$ cat src/rtl/spi_slave_pkg.sv
package spi_slave_pkg;

    //////////////////////////////////////////////////
    // spi framing

    // fixed byte width on the wire
    localparam int spi_byte_width = 8;

    typedef logic [spi_byte_width-1:0] spi_byte_t;

    // raw or filtered levels of the three input lines
    typedef struct packed {
        logic cs;
        logic sclk;
        logic mosi;
    } spi_lines_t;

    // one-cycle pulses taken from the filtered levels
    typedef struct packed {
        logic sclk_rise;
        logic sclk_fall;
        // transfer start
        logic cs_fall;
        // transfer end
        logic cs_rise;
    } spi_events_t;

    //////////////////////////////////////////////////
    // default sizes for the top level

    localparam int default_data_width = 32;
    localparam int default_buf_size   = 6;
    // debounce length in clk cycles
    localparam int default_filter_div = 20;

endpackage

$ cat src/rtl/spi_line_filter.sv
module spi_line_filter #(
    parameter int FILTER_DIV = spi_slave_pkg::default_filter_div
) (
    input  logic                        clk,
    input  logic                        rst,
    input  spi_slave_pkg::spi_lines_t   lines,
    output spi_slave_pkg::spi_lines_t   levels,
    output spi_slave_pkg::spi_events_t  events
);

    localparam int NUM_LINES = $bits(spi_slave_pkg::spi_lines_t);
    localparam int CNT_W     = $clog2(FILTER_DIV + 1);

    // bus idle: cs high, sclk low
    localparam spi_slave_pkg::spi_lines_t IDLE_LINES = '{cs: 1'b1, sclk: 1'b0, mosi: 1'b0};

    logic [NUM_LINES-1:0]      raw;
    logic [NUM_LINES-1:0]      filt;
    logic [CNT_W-1:0]          stable_cnt [NUM_LINES];
    spi_slave_pkg::spi_lines_t prev_levels;

    assign raw = lines;

    //////////////////////////////////////////////////
    // per-line debounce

    // count cycles the raw line disagrees with the filtered level
    always_ff @(posedge clk) begin
        if (rst) begin
            filt <= IDLE_LINES;
            for (int i = 0; i < NUM_LINES; i++) begin
                stable_cnt[i] <= '0;
            end
        end else begin
            for (int i = 0; i < NUM_LINES; i++) begin
                if (raw[i] == filt[i]) begin
                    // any glitch back restarts the count
                    stable_cnt[i] <= '0;
                end else if (stable_cnt[i] == CNT_W'(FILTER_DIV - 1)) begin
                    filt[i]       <= raw[i];
                    stable_cnt[i] <= '0;
                end else begin
                    stable_cnt[i] <= stable_cnt[i] + 1'b1;
                end
            end
        end
    end

    assign levels = spi_slave_pkg::spi_lines_t'(filt);

    //////////////////////////////////////////////////
    // edge pulses

    always_ff @(posedge clk) begin
        if (rst) begin
            prev_levels <= IDLE_LINES;
        end else begin
            prev_levels <= levels;
        end
    end

    assign events.sclk_rise =  levels.sclk & ~prev_levels.sclk;
    assign events.sclk_fall = ~levels.sclk &  prev_levels.sclk;
    assign events.cs_fall   = ~levels.cs   &  prev_levels.cs;
    assign events.cs_rise   =  levels.cs   & ~prev_levels.cs;

endmodule

$ cat src/rtl/spi_slave_phy.sv
module spi_slave_phy (
    input  logic                        clk,
    input  logic                        rst,
    input  spi_slave_pkg::spi_lines_t   levels,
    input  spi_slave_pkg::spi_events_t  events,
    input  spi_slave_pkg::spi_byte_t    tx_byte,
    output logic                        byte_load,
    output spi_slave_pkg::spi_byte_t    rx_byte,
    output logic                        byte_done,
    output logic                        miso
);

    localparam int BYTE_W = spi_slave_pkg::spi_byte_width;
    localparam int BIT_W  = $clog2(BYTE_W);
    localparam logic [BIT_W-1:0] LAST_BIT = BIT_W'(BYTE_W - 1);

    logic                     selected;
    logic                     rx_sample;
    logic [BIT_W-1:0]         rx_cnt;
    spi_slave_pkg::spi_byte_t rx_shift;
    logic [BIT_W-1:0]         tx_cnt;
    spi_slave_pkg::spi_byte_t tx_shift;
    logic                     tx_reload;

    assign selected  = ~levels.cs;
    assign rx_sample = events.sclk_rise & selected;

    //////////////////////////////////////////////////
    // receive side, mode 0 samples on rise

    always_ff @(posedge clk) begin
        if (rst) begin
            rx_cnt    <= '0;
            byte_done <= 1'b0;
        end else begin
            byte_done <= 1'b0;
            if (events.cs_fall) begin
                rx_cnt <= '0;
            end else if (rx_sample) begin
                if (rx_cnt == LAST_BIT) begin
                    rx_cnt    <= '0;
                    byte_done <= 1'b1;
                end else begin
                    rx_cnt <= rx_cnt + 1'b1;
                end
            end
        end
    end

    // msb arrives first
    always_ff @(posedge clk) begin
        if (rx_sample) begin
            rx_shift <= {rx_shift[BYTE_W-2:0], levels.mosi};
        end
    end

    assign rx_byte = rx_shift;

    //////////////////////////////////////////////////
    // transmit side, mode 0 shifts on fall

    // first byte at select, then one per eight falls
    assign tx_reload = events.cs_fall
                     | (events.sclk_fall & selected & (tx_cnt == LAST_BIT));

    assign byte_load = tx_reload;

    always_ff @(posedge clk) begin
        if (rst) begin
            tx_shift <= '0;
            tx_cnt   <= '0;
        end else if (levels.cs) begin
            tx_shift <= '0;
            tx_cnt   <= '0;
        end else if (tx_reload) begin
            tx_shift <= tx_byte;
            tx_cnt   <= '0;
        end else if (events.sclk_fall) begin
            tx_shift <= tx_shift << 1;
            tx_cnt   <= tx_cnt + 1'b1;
        end
    end

    // line stays low while deselected
    assign miso = tx_shift[BYTE_W-1] & selected;

endmodule

$ cat src/rtl/word_buffer.sv
module word_buffer #(
    parameter int DATA_WIDTH = spi_slave_pkg::default_data_width,
    parameter int BUF_SIZE   = spi_slave_pkg::default_buf_size
) (
    input  logic                  clk,
    input  logic                  rst,
    input  logic                  clear,
    input  logic                  wr,
    input  logic [DATA_WIDTH-1:0] data_in,
    input  logic                  rd,
    output logic [DATA_WIDTH-1:0] data_out,
    output logic                  empty
);

    // pointers run 0..BUF_SIZE, no wrap
    localparam int PTR_W = $clog2(BUF_SIZE + 1);
    localparam logic [PTR_W-1:0] LIMIT = PTR_W'(BUF_SIZE);

    logic [DATA_WIDTH-1:0] mem [BUF_SIZE];
    logic [PTR_W-1:0]      wr_ptr;
    logic [PTR_W-1:0]      rd_ptr;
    logic                  full;
    logic                  do_wr;
    logic                  do_rd;

    assign full  = (wr_ptr == LIMIT);
    assign empty = (rd_ptr == wr_ptr);
    assign do_wr = wr & ~full & ~clear;
    assign do_rd = rd & ~empty & ~clear;

    //////////////////////////////////////////////////
    // pointers

    always_ff @(posedge clk) begin
        if (rst || clear) begin
            wr_ptr <= '0;
            rd_ptr <= '0;
        end else begin
            if (do_wr) begin
                wr_ptr <= wr_ptr + 1'b1;
            end
            if (do_rd) begin
                rd_ptr <= rd_ptr + 1'b1;
            end
        end
    end

    //////////////////////////////////////////////////
    // storage

    // writes to a full store are dropped
    always_ff @(posedge clk) begin
        if (do_wr) begin
            mem[wr_ptr] <= data_in;
        end
    end

    // zero once the words are used up
    always_comb begin
        data_out = '0;
        if (!empty) begin
            data_out = mem[rd_ptr];
        end
    end

endmodule

$ cat src/rtl/word_serializer.sv
module word_serializer #(
    parameter int DATA_WIDTH = spi_slave_pkg::default_data_width
) (
    input  logic                     clk,
    input  logic                     rst,
    input  logic                     restart,
    input  logic [DATA_WIDTH-1:0]    word_in,
    input  logic                     byte_load,
    output logic                     pop,
    output spi_slave_pkg::spi_byte_t tx_byte
);

    localparam int BYTE_W = spi_slave_pkg::spi_byte_width;
    localparam int BYTES  = DATA_WIDTH / BYTE_W;
    localparam int IDX_W  = (BYTES > 1) ? $clog2(BYTES) : 1;
    localparam logic [IDX_W-1:0] LAST_IDX = IDX_W'(BYTES - 1);

    // byte position inside the head word, 0 is the msb
    logic [IDX_W-1:0] idx;
    logic             last_byte;

    assign last_byte = (idx == LAST_IDX);

    //////////////////////////////////////////////////
    // byte position

    always_ff @(posedge clk) begin
        if (rst || restart) begin
            idx <= '0;
        end else if (byte_load) begin
            if (last_byte) begin
                idx <= '0;
            end else begin
                idx <= idx + 1'b1;
            end
        end
    end

    // word is fully taken when its last byte is latched
    assign pop = byte_load & last_byte;

    //////////////////////////////////////////////////
    // byte select

    // msb first
    assign tx_byte = word_in[DATA_WIDTH - 1 - idx * BYTE_W -: BYTE_W];

endmodule

$ cat src/rtl/word_deserializer.sv
module word_deserializer #(
    parameter int DATA_WIDTH = spi_slave_pkg::default_data_width
) (
    input  logic                     clk,
    input  logic                     rst,
    input  logic                     restart,
    input  logic                     byte_done,
    input  spi_slave_pkg::spi_byte_t rx_byte,
    output logic                     word_wr,
    output logic [DATA_WIDTH-1:0]    word_out
);

    localparam int BYTE_W = spi_slave_pkg::spi_byte_width;
    localparam int BYTES  = DATA_WIDTH / BYTE_W;
    localparam int CNT_W  = (BYTES > 1) ? $clog2(BYTES) : 1;
    localparam logic [CNT_W-1:0] LAST_CNT = CNT_W'(BYTES - 1);

    logic [DATA_WIDTH-1:0] acc;
    logic [CNT_W-1:0]      cnt;

    // count bytes, flag the word on the last one
    always_ff @(posedge clk) begin
        if (rst || restart) begin
            cnt     <= '0;
            word_wr <= 1'b0;
        end else begin
            word_wr <= 1'b0;
            if (byte_done) begin
                if (cnt == LAST_CNT) begin
                    cnt     <= '0;
                    word_wr <= 1'b1;
                end else begin
                    cnt <= cnt + 1'b1;
                end
            end
        end
    end

    // first byte ends up in the top
    always_ff @(posedge clk) begin
        if (byte_done) begin
            acc <= (acc << BYTE_W) | DATA_WIDTH'(rx_byte);
        end
    end

    assign word_out = acc;

endmodule

$ cat src/rtl/pu_slave_spi.sv
module pu_slave_spi #(
    parameter int DATA_WIDTH = spi_slave_pkg::default_data_width,
    parameter int BUF_SIZE   = spi_slave_pkg::default_buf_size,
    parameter int FILTER_DIV = spi_slave_pkg::default_filter_div
) (
    input  logic                  clk,
    input  logic                  rst,
    input  logic                  signal_cycle,
    input  logic                  signal_wr,
    input  logic [DATA_WIDTH-1:0] data_in,
    input  logic                  signal_oe,
    output logic [DATA_WIDTH-1:0] data_out,
    output logic                  flag_stop,
    input  logic                  cs,
    input  logic                  sclk,
    input  logic                  mosi,
    output logic                  miso
);

    spi_slave_pkg::spi_lines_t  raw_lines;
    spi_slave_pkg::spi_lines_t  f_levels;
    spi_slave_pkg::spi_events_t f_events;
    spi_slave_pkg::spi_byte_t   tx_byte;
    spi_slave_pkg::spi_byte_t   rx_byte;
    logic                       byte_load;
    logic                       byte_done;
    logic                       pop;
    logic                       word_wr;
    logic [DATA_WIDTH-1:0]      word_out;
    logic [DATA_WIDTH-1:0]      bank0_out;
    logic [DATA_WIDTH-1:0]      bank1_out;
    logic                       bank0_empty;
    logic                       bank1_empty;
    logic                       recv_empty;
    logic [DATA_WIDTH-1:0]      read_word;
    logic                       read_empty;
    logic                       read_pop;
    logic                       swap;
    logic                       read_clear;
    // write bank index, the other bank feeds the wire
    logic                       bank_sel;

    assign raw_lines.cs   = cs;
    assign raw_lines.sclk = sclk;
    assign raw_lines.mosi = mosi;

    //////////////////////////////////////////////////
    // control

    // banks only swap between transfers
    assign swap       = signal_cycle & f_levels.cs;
    assign read_clear = swap | f_events.cs_rise;

    always_ff @(posedge clk) begin
        if (rst) begin
            bank_sel  <= 1'b0;
            flag_stop <= 1'b0;
        end else begin
            flag_stop <= f_events.cs_rise;
            if (swap) begin
                bank_sel <= ~bank_sel;
            end
        end
    end

    assign read_word  = bank_sel ? bank0_out : bank1_out;
    assign read_empty = bank_sel ? bank0_empty : bank1_empty;
    assign read_pop   = pop & ~read_empty;

    //////////////////////////////////////////////////
    // send path

    word_buffer #(.DATA_WIDTH(DATA_WIDTH), .BUF_SIZE(BUF_SIZE)) send_bank0 (
        .clk(clk), .rst(rst),
        .clear(read_clear & bank_sel),
        .wr(signal_wr & ~bank_sel), .data_in(data_in),
        .rd(read_pop & bank_sel),
        .data_out(bank0_out), .empty(bank0_empty)
    );

    word_buffer #(.DATA_WIDTH(DATA_WIDTH), .BUF_SIZE(BUF_SIZE)) send_bank1 (
        .clk(clk), .rst(rst),
        .clear(read_clear & ~bank_sel),
        .wr(signal_wr & bank_sel), .data_in(data_in),
        .rd(read_pop & ~bank_sel),
        .data_out(bank1_out), .empty(bank1_empty)
    );

    word_serializer #(.DATA_WIDTH(DATA_WIDTH)) serializer (
        .clk(clk), .rst(rst), .restart(f_events.cs_rise),
        .word_in(read_word), .byte_load(byte_load),
        .pop(pop), .tx_byte(tx_byte)
    );

    //////////////////////////////////////////////////
    // spi lines

    spi_line_filter #(.FILTER_DIV(FILTER_DIV)) line_filter (
        .clk(clk), .rst(rst), .lines(raw_lines),
        .levels(f_levels), .events(f_events)
    );

    spi_slave_phy phy (
        .clk(clk), .rst(rst), .levels(f_levels), .events(f_events),
        .tx_byte(tx_byte), .byte_load(byte_load),
        .rx_byte(rx_byte), .byte_done(byte_done), .miso(miso)
    );

    //////////////////////////////////////////////////
    // receive path

    // a partial word is dropped at transfer end
    word_deserializer #(.DATA_WIDTH(DATA_WIDTH)) deserializer (
        .clk(clk), .rst(rst), .restart(f_events.cs_rise),
        .byte_done(byte_done), .rx_byte(rx_byte),
        .word_wr(word_wr), .word_out(word_out)
    );

    word_buffer #(.DATA_WIDTH(DATA_WIDTH), .BUF_SIZE(BUF_SIZE)) recv_store (
        .clk(clk), .rst(rst),
        .clear(f_events.cs_fall),
        .wr(word_wr), .data_in(word_out),
        .rd(signal_oe & ~recv_empty),
        .data_out(data_out), .empty(recv_empty)
    );

endmodule

$ cat config.mk
export PLATFORM = sky130hd
export DESIGN_NAME = pu_slave_spi
export DESIGN_NICKNAME = d
export VERILOG_FILES = /design/src/rtl/spi_slave_pkg.sv /design/src/rtl/spi_line_filter.sv /design/src/rtl/spi_slave_phy.sv /design/src/rtl/word_buffer.sv /design/src/rtl/word_serializer.sv /design/src/rtl/word_deserializer.sv /design/src/rtl/pu_slave_spi.sv
export SDC_FILE = /design/constraint.sdc
export NUM_CORES = 1
export LEC_CHECK = 0
export BUFFER_PORTS_ARGS = -buffer_cell sky130_fd_sc_hd__buf_4
export CORE_ASPECT_RATIO = 1.4
export CORE_MARGIN = 3
export CORE_UTILIZATION = 45
export DETAILED_ROUTE_END_ITERATION = 16
export PLACE_DENSITY_LB_ADDON = 0.12
export SLEW_MARGIN = 15
export SYNTH_ARGS = -nofsm -noshare
export SYNTH_HDL_FRONTEND = slang
export SYNTH_SLANG_ARGS = --single-unit
$ cat constraint.sdc
create_clock -name clk -period 6.4 [get_ports clk]
set_input_delay 1.28 -clock clk [delete_from_list [all_inputs] [get_ports clk]]
set_output_delay 1.28 -clock clk [all_outputs]
set_load 0.01 [all_outputs]
==> results.py, run 1 <==
metrics = {
    "finish": {
        "syn_to_final_growth_pct": 14.1,
        "final_core_utilization_pct": 52.0,
        "fin_nets": 1622,
        "finish.instance_area_sq_um": 30500,
        "drive_gt1_share_pct": 25.2,
        "layoutNonFillerInstCount": 2367,
    },
    "cts": {
        "max_root_sink_buffers": 3,
        "count_of_cells_resized_by_post_cts_repair": 0,
        "clockRootBuffer": "sky130_fd_sc_hd__clkbuf_16",
        "clock_tree_from_tritoncts": "built",
        "clk_pin_slew_worst_paths_ns": 0.06,
        "cts.repair_timing.setup_buffer_count": 0,
        "tritoncts_num_sinks": 685,
        "cts-hold-fix-buffers": 0,
        "worst_skew_pair.late_latency_ns": 0.59,
        "cts_buffers": 67,
        "clock_tree.htree_level_count": 3,
    },
    "die": {
        "area_enclosed_by_the_die_boundary_sq_um": 62500,
        "io_pins": 74,
        "die-height_um": 295,
        "core_sq_um": 58700,
        "initial_utilization_pct": 45.6,
        "die_x_um": 212,
        "std_cell_rows": 105,
    },
    "logic_synthesis": {
        "synth_enable_flop_cells": 631,
        "cell_area_after_synthesis_sq_um": 26800,
        "number_of_distinct_standard_cells_referenced_by_the_synthesized_netlist": 58,
        "area_contributors_post_synth": "sky130_fd_sc_hd__edfxtp_1, sky130_fd_sc_hd__mux4_2, sky130_fd_sc_hd__dfxtp_1",
        "cell_type_contributing_the_most_total_cell_area_after_synthesis": "sky130_fd_sc_hd__edfxtp_1",
        "synth_top_area_share_pct": 70.8,
        "postSynthRegisterBits": 685,
        "post_synth.cell_area_avg_sq_um": 18.5,
        "synth-seq-area-share_pct": 74.9,
        "postSynthCellCount": 1445,
        "ys.flop_type": "sky130_fd_sc_hd__edfxtp_1",
        "synth.yosys.warnings": 0,
        "asyncSetResetFlopFracSynth_pct": 0,
    },
    "drt": {
        "finalWirelength_um": 56100,
        "final_ant_viol_nets": 0,
        "drc_errors": 0,
        "wl_per_cell_um": 23.7,
        "drt-initial-drc-count": 624,
        "number_of_vias_after_detailed_routing": 12951,
        "vias_per_cell": 5.47,
        "firstDrtPassIters": 5,
    },
    "worst_hold_path": {
        "min-delay-path-class": "reg -> reg",
        "timing.hold.worst.start": "phy.rx_byte[0]",
    },
    "sta": {
        "rsz0062_at_grt": "no",
        "fin_hold_ws_ns": 0.448,
        "min_period_over_period_pct": 66.7,
        "setup_violations": 0,
        "worst_clock_skew_ns": 0.0210,
        "finalHoldViolCount": 0,
        "worst_slew_pin_slew_ns": 0.985,
        "finalCriticalPeriod_ns": 4.27,
        "tns_ns": 0,
        "slew_headroom_pct": 34.3,
        "maxSlewViolCount": 0,
        "fmaxAchievable_mhz": 234,
    },
    "power_and_ir_drop": {
        "power.density_cell_area_nw_per_um2": 301,
        "p_leak_uw": 0.00981,
        "vdd_ir_drop_max_mv": 0.241,
    },
    "global_route": {
        "track_usage_pct": 18.3,
        "antenna_violations_before_repair": 3,
        "grt_pass1_wl_um": 84900,
        "maximum_number_of_pins_on_one_net_before_global_route_repair": 65,
        "via_count_of_the_first_global_routing_pass": 13701,
        "grt.overflow.total": 0,
    },
    "run": {
        "max_cap_violations": 0,
    },
    "worst_setup_path": {
        "critical-path-max-stage-delay_ns": 0.92,
        "path_class": "reg -> out",
        "timing.critical_path.to_type": "output pin",
        "cp_cell_sequence": "buf_4, mux4_2, nor2_1, a211oi_1, buf_4",
        "crit_path_start_kind": "flip-flop",
        "required_ns": 5.12,
        "critical-path-top-cell-by-count": "sky130_fd_sc_hd__buf_4",
        "critPathBufInv": 2,
        "cpLargestDelayFamily": "flip-flops",
        "cp_slowest_cell": "sky130_fd_sc_hd__dfxtp_4",
        "worst-endpoint-arrival_ns": 2.99,
        "timing.critical_path.fanout_max": 45,
    },
    "place": {
        "place_congestion": 0.741,
        "portBuffers": 73,
        "dpl_cell_area_sq_um": 28300,
        "post-dp-hpwl_um": 32400,
        "placedCellCount": 2244,
    },
    "outcome": {
        "run_status": "finished clean",
    },
}
worst register-to-register path, delay by kind of cell (launching register included):
kind,cells,cell delay (ns)
buf+inv,1,0.49
mux,2,0.84
compound gates,3,0.76
flops,1,0.83
metal layers:
metal  vias up  GRT usage [%]  wire (um)
met5         -              0         13
met4         2           6.69       1410
met3        80           3.25       2230
met2       239           34.2      30900
met1      6677           20.9      21500
li1       5953              -          -
final timing paths:
path / to / slack [ns] / cells after the start
setup / recovery: data_out[22] / 2.13 / 5
hold / removal: phy.rx_byte[1] / 0.45 / 0
setup reg to reg: phy.tx_shift[6] / 3.36 / 6
hold reg to reg: phy.rx_byte[1] / 0.45 / 0
synthesized netlist by cell type (3+ instances only):
master / number
sky130_fd_sc_hd__edfxtp_1: 631
sky130_fd_sc_hd__nor2_1: 104
sky130_fd_sc_hd__mux4_2: 91
sky130_fd_sc_hd__mux2i_1: 89
sky130_fd_sc_hd__mux2_2: 71
sky130_fd_sc_hd__dfxtp_1: 54
sky130_fd_sc_hd__nand2_1: 45
sky130_fd_sc_hd__a211oi_1: 40
sky130_fd_sc_hd__clkbuf_1: 32
sky130_fd_sc_hd__a21oi_1: 23
sky130_fd_sc_hd__inv_1: 22
sky130_fd_sc_hd__o21ai_0: 21
sky130_fd_sc_hd__ha_1: 18
sky130_fd_sc_hd__xor2_1: 18
sky130_fd_sc_hd__xnor2_1: 17
sky130_fd_sc_hd__buf_2: 16
sky130_fd_sc_hd__nand3_1: 15
sky130_fd_sc_hd__nor3_1: 12
sky130_fd_sc_hd__nand2b_1: 10
sky130_fd_sc_hd__o22ai_1: 9
sky130_fd_sc_hd__buf_4: 8
sky130_fd_sc_hd__buf_1: 7
sky130_fd_sc_hd__nor2b_1: 7
sky130_fd_sc_hd__and3_1: 6
sky130_fd_sc_hd__a22oi_1: 5
sky130_fd_sc_hd__nor4_1: 5
sky130_fd_sc_hd__o211a_1: 5
sky130_fd_sc_hd__o211ai_1: 5
sky130_fd_sc_hd__or2_2: 5
sky130_fd_sc_hd__o31ai_1: 4
sky130_fd_sc_hd__a31o_2: 3
sky130_fd_sc_hd__and2_1: 3
sky130_fd_sc_hd__mux2_1: 3
sky130_fd_sc_hd__nor3b_1: 3
sky130_fd_sc_hd__o32ai_1: 3
sky130_fd_sc_hd__or3_1: 3
stage by stage:
step	total power (uW)	setup WS (ns)
floorplan	5170	1.29
global placement	5280	2.68
detailed placement	5290	2.68
CTS	9310	2.03
global route	9510	1.88
finish	9200	2.13
report_power, final:
group          internal, uW  switching, uW  total (uW)
logic                  87.3            150         238
registers              4930           23.1        4950
clock network          2380           1630        4010
cells by family after synthesis:
kind of cell	count (synthesis)	synth area share, %
AO/OA/AOI/OAI	136	3.54
flip-flops	685	74.9
XOR/XNOR	35	1.15
adder cells (fa/ha/maj)	18	0.842
buffers and inverters	92	1.72
other	1	0.0140
AND/OR/NAND/NOR	224	3.78
multiplexers	254	14.1
sequential cells by signal (all words and copies together), names as in the netlist, 8 cells and up, named ones only:
| register | cells |
|---|---|
| send_bank0.mem | 192 |
| recv_store.mem | 192 |
| phy.rx_byte | 8 |
| deserializer.word_out | 32 |
| send_bank1.mem | 192 |
| phy.tx_shift | 8 |
| line_filter.stable_cnt | 15 |
layout make-up:
| type | count | area [sq um] |
|---|---|---|
| sequential | 685 | 20000 |
| timing repair buffer | 106 | 796 |
| tap | 749 | 937 |
| inverter | 22 | 82.6 |
| antenna | 2 | 5.00 |
| clock buffer | 84 | 1810 |
| multi-input combinational | 682 | 6430 |
| clock inverter | 37 | 424 |
| fill | 4737 | 28200 |
cells in the final DEF (no fill, tap or decap), types with 15 or more instances in the layout:
cell type	n
sky130_fd_sc_hd__a211oi_1	40
sky130_fd_sc_hd__a21oi_1	23
sky130_fd_sc_hd__buf_4	106
sky130_fd_sc_hd__clkbuf_16	69
sky130_fd_sc_hd__conb_1	15
sky130_fd_sc_hd__dfxtp_1	46
sky130_fd_sc_hd__edfxtp_1	631
sky130_fd_sc_hd__ha_1	18
sky130_fd_sc_hd__inv_1	22
sky130_fd_sc_hd__mux2_2	71
sky130_fd_sc_hd__mux2i_1	89
sky130_fd_sc_hd__mux4_2	91
sky130_fd_sc_hd__nand2_1	45
sky130_fd_sc_hd__nand3_1	15
sky130_fd_sc_hd__nor2_1	99
sky130_fd_sc_hd__o21ai_0	21
sky130_fd_sc_hd__xnor2_1	17
sky130_fd_sc_hd__xor2_1	18
Power figures use the tool's default switching activity.
==> run 2: changes to the inputs <==
==> constraint.sdc (replaced) <==
create_clock -name clk -period 3.59 [get_ports clk]
set_input_delay 0.718 -clock clk [delete_from_list [all_inputs] [get_ports clk]]
set_output_delay 0.718 -clock clk [all_outputs]
set_load 0.01 [all_outputs]
==> run 2 against run 1 <==
Critical path depth is the same. Worst setup slack worse by 1.7 ns. Flip-flop and latch count unchanged. Routed wire length rose by 1.6%. Largest power group unchanged. Sequential share of layout area is 0.17 points higher. Largest cell class unchanged. Count of clock-buffer cells in the layout is 7 higher. Clock power grew 62%.
==> results.py, run 2 (same netlist as run 1, synthesis figures left out) <==
metrics = {
    "cts": {
        "cts_buffers": 67,
        "clock_tree_from_tritoncts": "built",
        "cts-hold-fix-buffers": 0,
        "tritoncts_num_sinks": 685,
        "clk_pin_slew_worst_paths_ns": 0.06,
        "max_root_sink_buffers": 3,
        "worst_skew_pair.late_latency_ns": 0.59,
        "clock_tree.htree_level_count": 3,
        "count_of_cells_resized_by_post_cts_repair": 0,
        "cts.repair_timing.setup_buffer_count": 0,
        "clockRootBuffer": "sky130_fd_sc_hd__clkbuf_16",
    },
    "die": {
        "area_enclosed_by_the_die_boundary_sq_um": 62500,
        "die-height_um": 295,
        "std_cell_rows": 105,
        "io_pins": 74,
        "initial_utilization_pct": 45.6,
        "die_x_um": 212,
        "core_sq_um": 58700,
    },
    "drt": {
        "number_of_vias_after_detailed_routing": 13011,
        "vias_per_cell": 5.49,
        "wl_per_cell_um": 24.0,
        "drt-initial-drc-count": 707,
        "final_ant_viol_nets": 0,
        "finalWirelength_um": 57000,
        "firstDrtPassIters": 4,
        "drc_errors": 0,
    },
    "global_route": {
        "via_count_of_the_first_global_routing_pass": 13915,
        "antenna_violations_before_repair": 3,
        "maximum_number_of_pins_on_one_net_before_global_route_repair": 48,
        "grt_pass1_wl_um": 86600,
        "grt.overflow.total": 0,
        "track_usage_pct": 18.7,
    },
    "power_and_ir_drop": {
        "cell_internal_pwr_uw": 12600,
        "power_switching_uw": 3110,
        "comb_pwr_share_pct": 2.7,
        "netSwitchingFraction_pct": 19.8,
        "pwr-share-seq_pct": 56.1,
        "clock_share_of_power_pct": 41.2,
        "vdd_ir_drop_max_mv": 0.379,
        "p_leak_uw": 0.00974,
        "power.density_cell_area_nw_per_um2": 517,
    },
    "finish": {
        "final_core_utilization_pct": 51.9,
        "fin_nets": 1635,
        "drive_gt1_share_pct": 24.9,
        "layout_top_registers": "recv_store.mem: 192 flops, send_bank0.mem: 192 flops, send_bank1.mem: 192 flops",
        "layout_common_cells": "sky130_fd_sc_hd__edfxtp_1, sky130_fd_sc_hd__buf_4, sky130_fd_sc_hd__nor2_1",
        "layout.cells.most_common": "sky130_fd_sc_hd__edfxtp_1",
        "layoutNonFillerInstCount": 2370,
        "syn_to_final_growth_pct": 13.8,
        "finish.instance_area_sq_um": 30500,
    },
    "place": {
        "place_congestion": 0.783,
        "placedCellCount": 2257,
        "dpl_cell_area_sq_um": 28500,
        "portBuffers": 73,
        "post-dp-hpwl_um": 34300,
    },
    "worst_hold_path": {
        "min-delay-path-class": "in -> reg",
    },
    "sta": {
        "min_period_over_period_pct": 89.2,
        "worst_clock_skew_ns": 0.0211,
        "finalCriticalPeriod_ns": 3.20,
        "slew_headroom_pct": 37.3,
        "worst_slew_pin_slew_ns": 0.936,
        "fmaxAchievable_mhz": 312,
        "finalHoldViolCount": 0,
        "rsz0062_at_grt": "no",
        "setup_violations": 0,
        "maxSlewViolCount": 0,
    },
    "worst_setup_path": {
        "required_ns": 2.87,
        "critical-path-top-cell-by-count": "sky130_fd_sc_hd__buf_4",
        "cp_cell_sequence": "buf_4, mux4_2, nor2_1, a211oi_1, buf_4",
        "worst-endpoint-arrival_ns": 2.49,
        "crit_path_start_kind": "flip-flop",
        "cp_slowest_cell": "sky130_fd_sc_hd__dfxtp_4",
        "timing.critical_path.fanout_max": 25,
        "path_class": "reg -> out",
        "timing.critical_path.to_type": "output pin",
        "critical-path-max-stage-delay_ns": 0.68,
    },
    "run": {
        "max_cap_violations": 0,
    },
    "outcome": {
        "run_status": "finished clean",
    },
}
-- run 2: layer usage --
layer / wire (um) / up-vias / global-route usage, % / part of all wire (%)
met4: 1420 / 4 / 6.52 / 2.5
met1: 21800 / 6732 / 21.4 / 38
met5: 32 / - / 0 / 0.056
met2: 31600 / 235 / 35.0 / 55
met3: 2120 / 83 / 3.06 / 3.7
li1: - / 5957 / - / -
-- run 2: power by group through the flow --
stage	combinational [uW]	clock [uW]	sequential [uW]
after floorplan	231	0	8980
after global placement	427	0	8990
after detailed placement	437	0	9000
after CTS	438	6690	8830
after global routing	469	6990	8830
final	427	6480	8830
-- run 2: worst paths after layout --
check                            start                       end  slack (ns)  cells past startpoint
hold / removal                      cs     line_filter.levels[2]        0.39                      3
setup reg to reg  send_bank0.wr_ptr[0]     send_bank0.mem[4][18]        0.69                      6
hold reg to reg         phy.rx_byte[0]  deserializer.word_out[0]        0.45                      0
setup / recovery             flip-flop               data_out[1]        0.39                      5
-- run 2: worst max-delay path, delay by kind of cell, from the launching register on --
family                 cells  cell delay (ns)
AO/OA/AOI/OAI              1             0.07
buffers and inverters      2             0.54
flip-flops                 1             0.68
multiplexers               1             0.52
AND/OR/NAND/NOR            1             0.09
-- run 2: cell type report --
type,instances,area (sq um)
clock inverter,21,159
inverter,22,82.6
fill,4737,28300
timing repair buffer,119,931
clock buffer,91,1820
tap,749,937
multi-input combinational,682,6480
antenna,1,2.50
sequential,685,20000
-- run 2: metrics by stage --
| step | power (uW) | hold slack (ns) | setup TNS (ns) | worst slack, ns |
|---|---|---|---|---|
| after floorplan | 9210 | 0.400 | -112.26 | -0.956 |
| after global placement | 9420 | 0.427 | 0 | 0.781 |
| after detailed placement | 9440 | 0.434 | 0 | 0.715 |
| after CTS | 16000 | 0.357 | 0 | 0.297 |
| after global routing | 16300 | 0.380 | 0 | 0.196 |
| final | 15700 | 0.393 | 0 | 0.387 |
==> run 3: changes to the inputs <==
--- a/config.mk
+++ b/config.mk
@@ -10,6 +10,7 @@
 export CORE_MARGIN = 3
 export CORE_UTILIZATION = 45
 export DETAILED_ROUTE_END_ITERATION = 16
+export GPL_TIMING_DRIVEN = 0
 export PLACE_DENSITY_LB_ADDON = 0.12
 export SLEW_MARGIN = 15
 export SYNTH_ARGS = -nofsm -noshare
==> run 3 against run 2 <==
First-iteration DRC count up 41%. Fmax fell by 6.1%. Design area is 2.7% higher. Flip-flop and latch count unchanged. Die area did not move. Critical path type unchanged. Final cell count increased by 3.5%. Combinational power rose by 16%. Largest cell class unchanged.
==> results.py, run 3 (same netlist as run 1, synthesis figures left out) <==
metrics = {
    "outcome": {
        "run_status": "finished clean",
    },
    "die": {
        "std_cell_rows": 105,
        "die-height_um": 295,
        "initial_utilization_pct": 45.6,
        "die_x_um": 212,
        "io_pins": 74,
        "core_sq_um": 58700,
        "area_enclosed_by_the_die_boundary_sq_um": 62500,
    },
    "worst_setup_path": {
        "worst-endpoint-arrival_ns": 2.69,
        "path_class": "reg -> out",
        "critical-path-max-stage-delay_ns": 0.54,
        "timing.critical_path.to_type": "output pin",
        "timing.critical_path.fanout_max": 10,
        "cp_cell_sequence": "clkbuf_1, xor2_1, nor3_2, clkbuf_2, a211oi_1, buf_4",
        "crit_path_start_kind": "flip-flop",
        "timing.reg2reg.worst_path_depth": 7,
        "required_ns": 2.87,
        "rr_startpoint": "bank_sel",
        "r2r_slack_ns": 0.22,
        "cpLargestDelayFamily": "buffers and inverters",
        "reg2reg_to": "send_bank1.mem[5][12]",
        "critPathBufInv": 3,
        "cp_slowest_cell": "sky130_fd_sc_hd__nor3_2",
    },
    "sta": {
        "worst_clock_skew_ns": 0.0205,
        "layout_setup_ws_ns": 0.178,
        "slew_headroom_pct": 32.8,
        "setup_violations": 0,
        "fin_hold_ws_ns": 0.386,
        "fmaxAchievable_mhz": 293,
        "finalCriticalPeriod_ns": 3.41,
        "worst_slew_pin_slew_ns": 1.01,
        "min_period_over_period_pct": 95.0,
        "maxSlewViolCount": 0,
        "rsz0062_at_grt": "no",
        "finalHoldViolCount": 0,
    },
    "worst_hold_path": {
        "holdPathEnd": "line_filter.levels[0]",
        "timing.hold.worst.start": "mosi",
        "whs_path_depth": 3,
        "min-delay-path-class": "in -> reg",
    },
    "finish": {
        "multi_input_comb_area_sq_um": 6480,
        "seq_area_sq_um": 20000,
        "syn_to_final_growth_pct": 16.9,
        "fill_cells": 4736,
        "finish.instance_area_sq_um": 31300,
        "layout_common_cells": "sky130_fd_sc_hd__edfxtp_1, sky130_fd_sc_hd__nor2_1, sky130_fd_sc_hd__buf_4",
        "final_core_utilization_pct": 53.3,
        "layoutNonFillerInstCount": 2452,
        "fin_nets": 1715,
        "drive_gt1_share_pct": 26.3,
        "layout.cells.most_common": "sky130_fd_sc_hd__edfxtp_1",
        "layout_top_registers": "recv_store.mem: 192 flops, send_bank0.mem: 192 flops, send_bank1.mem: 192 flops",
    },
    "cts": {
        "cts.repair_timing.setup_buffer_count": 0,
        "cts_buffers": 68,
        "clock_tree.htree_level_count": 3,
        "clockRootBuffer": "sky130_fd_sc_hd__clkbuf_16",
        "clock_tree_from_tritoncts": "built",
        "max_root_sink_buffers": 3,
        "worst_skew_pair.late_latency_ns": 0.59,
        "clk_pin_slew_worst_paths_ns": 0.06,
        "tritoncts_num_sinks": 685,
    },
    "run": {
        "max_cap_violations": 0,
    },
    "place": {
        "dpl_cell_area_sq_um": 29200,
        "portBuffers": 73,
        "dpl_worst_slack_ns": 0.244,
        "place_congestion": 0.819,
        "placedCellCount": 2336,
        "post-dp-hpwl_um": 43300,
    },
    "drt": {
        "vias_per_cell": 5.52,
        "drt-initial-drc-count": 998,
        "final_ant_viol_nets": 0,
        "finalWirelength_um": 62400,
        "drc_errors": 0,
        "firstDrtPassIters": 5,
        "wl_per_cell_um": 25.5,
        "number_of_vias_after_detailed_routing": 13541,
    },
    "power_and_ir_drop": {
        "clock_share_of_power_pct": 42.4,
        "pwr-share-seq_pct": 54.5,
        "p_leak_uw": 0.0102,
        "power.density_cell_area_nw_per_um2": 517,
        "netSwitchingFraction_pct": 20.0,
        "comb_pwr_share_pct": 3.1,
        "cell_internal_pwr_uw": 12900,
        "power_switching_uw": 3240,
        "vdd_ir_drop_max_mv": 0.423,
    },
    "global_route": {
        "antenna_violations_before_repair": 0,
        "via_count_of_the_first_global_routing_pass": 14336,
        "maximum_number_of_pins_on_one_net_before_global_route_repair": 21,
        "track_usage_pct": 20.2,
        "grt_pass1_wl_um": 91400,
        "grt.overflow.total": 0,
    },
}
-- run 3: cell count changes in the layout (fill, tap and decap cells not counted), moves of 4 or more --
cell / previous run / this run
sky130_fd_sc_hd__clkbuf_1: 21 / 39
sky130_fd_sc_hd__clkinv_2: 7 / 11
sky130_fd_sc_hd__buf_6: 0 / 8
sky130_fd_sc_hd__buf_16: 0 / 9
sky130_fd_sc_hd__buf_1: 0 / 7
sky130_fd_sc_hd__bufinv_16: 2 / 6
sky130_fd_sc_hd__clkinv_1: 8 / 14
sky130_fd_sc_hd__buf_2: 0 / 28
sky130_fd_sc_hd__dfxtp_2: 6 / 1
sky130_fd_sc_hd__clkbuf_2: 0 / 4
sky130_fd_sc_hd__buf_4: 116 / 92
sky130_fd_sc_hd__buf_8: 0 / 16
sky130_fd_sc_hd__dfxtp_1: 46 / 53
-- run 3: power by group through the flow --
| stage | sequential, uW | clock [uW] | combinational [uW] |
|---|---|---|---|
| floorplan | 8980 | 0 | 231 |
| global placement | 8990 | 0 | 432 |
| detailed placement | 8980 | 0 | 500 |
| CTS | 8810 | 7040 | 502 |
| global route | 8820 | 7330 | 533 |
| finish | 8810 | 6860 | 495 |
-- run 3: stage by stage --
stage	TNS (ns)	total power (uW)
after floorplan	-112.26	9210
after global placement	-1183.15	9430
after detailed placement	0	9480
after CTS	0	16400
after global routing	0	16700
final	0	16200
-- run 3: worst max path at each step --
stage / from / endpoint / slack [ns] / cells past startpoint
final: recv_store.wr_ptr[2] / data_out[7] / 0.18 / 6
after floorplan: signal_wr / send_bank1.mem[4][0] / -0.96 / 3
after detailed placement: bank_sel / send_bank1.mem[5][12] / 0.24 / 7
after CTS: flip-flop / data_out[7] / 0.09 / 6
after global routing: flip-flop / data_out[7] / 0.003 / 6
after global placement: bank_sel / send_bank1.mem[0][30] / -5.48 / 3
-- run 3: layout make-up --
class,count,area share [%]
Tap cell,749,3.00
Antenna cell,1,0.00800
Timing Repair Buffer,128,4.06
Clock inverter,35,1.03
Multi-Input combinational cell,682,20.7
Inverter,22,0.264
Clock buffer,80,5.68
Buffer,70,1.22
Sequential cell,685,64.0
-- run 3: what timing repair did --
| action | 4_1_cts | 5_1_grt |
|---|---|---|
| hold buffers | 0 | 0 |
| setup endpoints to repair | 30 | 0 |
| resized for setup | 5 | 0 |
-- run 3: worst min-delay path, delay by kind of cell --
| kind | cells | cell delay (ns) |
|---|---|---|
| buffers and inverters | 1 | 0.09 |
| muxes | 1 | 0.06 |
| and+or+nand+nor | 1 | 0.07 |
-- run 3: per-layer routing --
metal | track usage [%] | vias up | wire length, um
met5 | 0 | - | 0
met4 | 9.91 | 0 | 2940
met3 | 3.03 | 142 | 2710
met2 | 38.1 | 345 | 34500
met1 | 22.0 | 6920 | 22300
li1 | - | 6134 | -
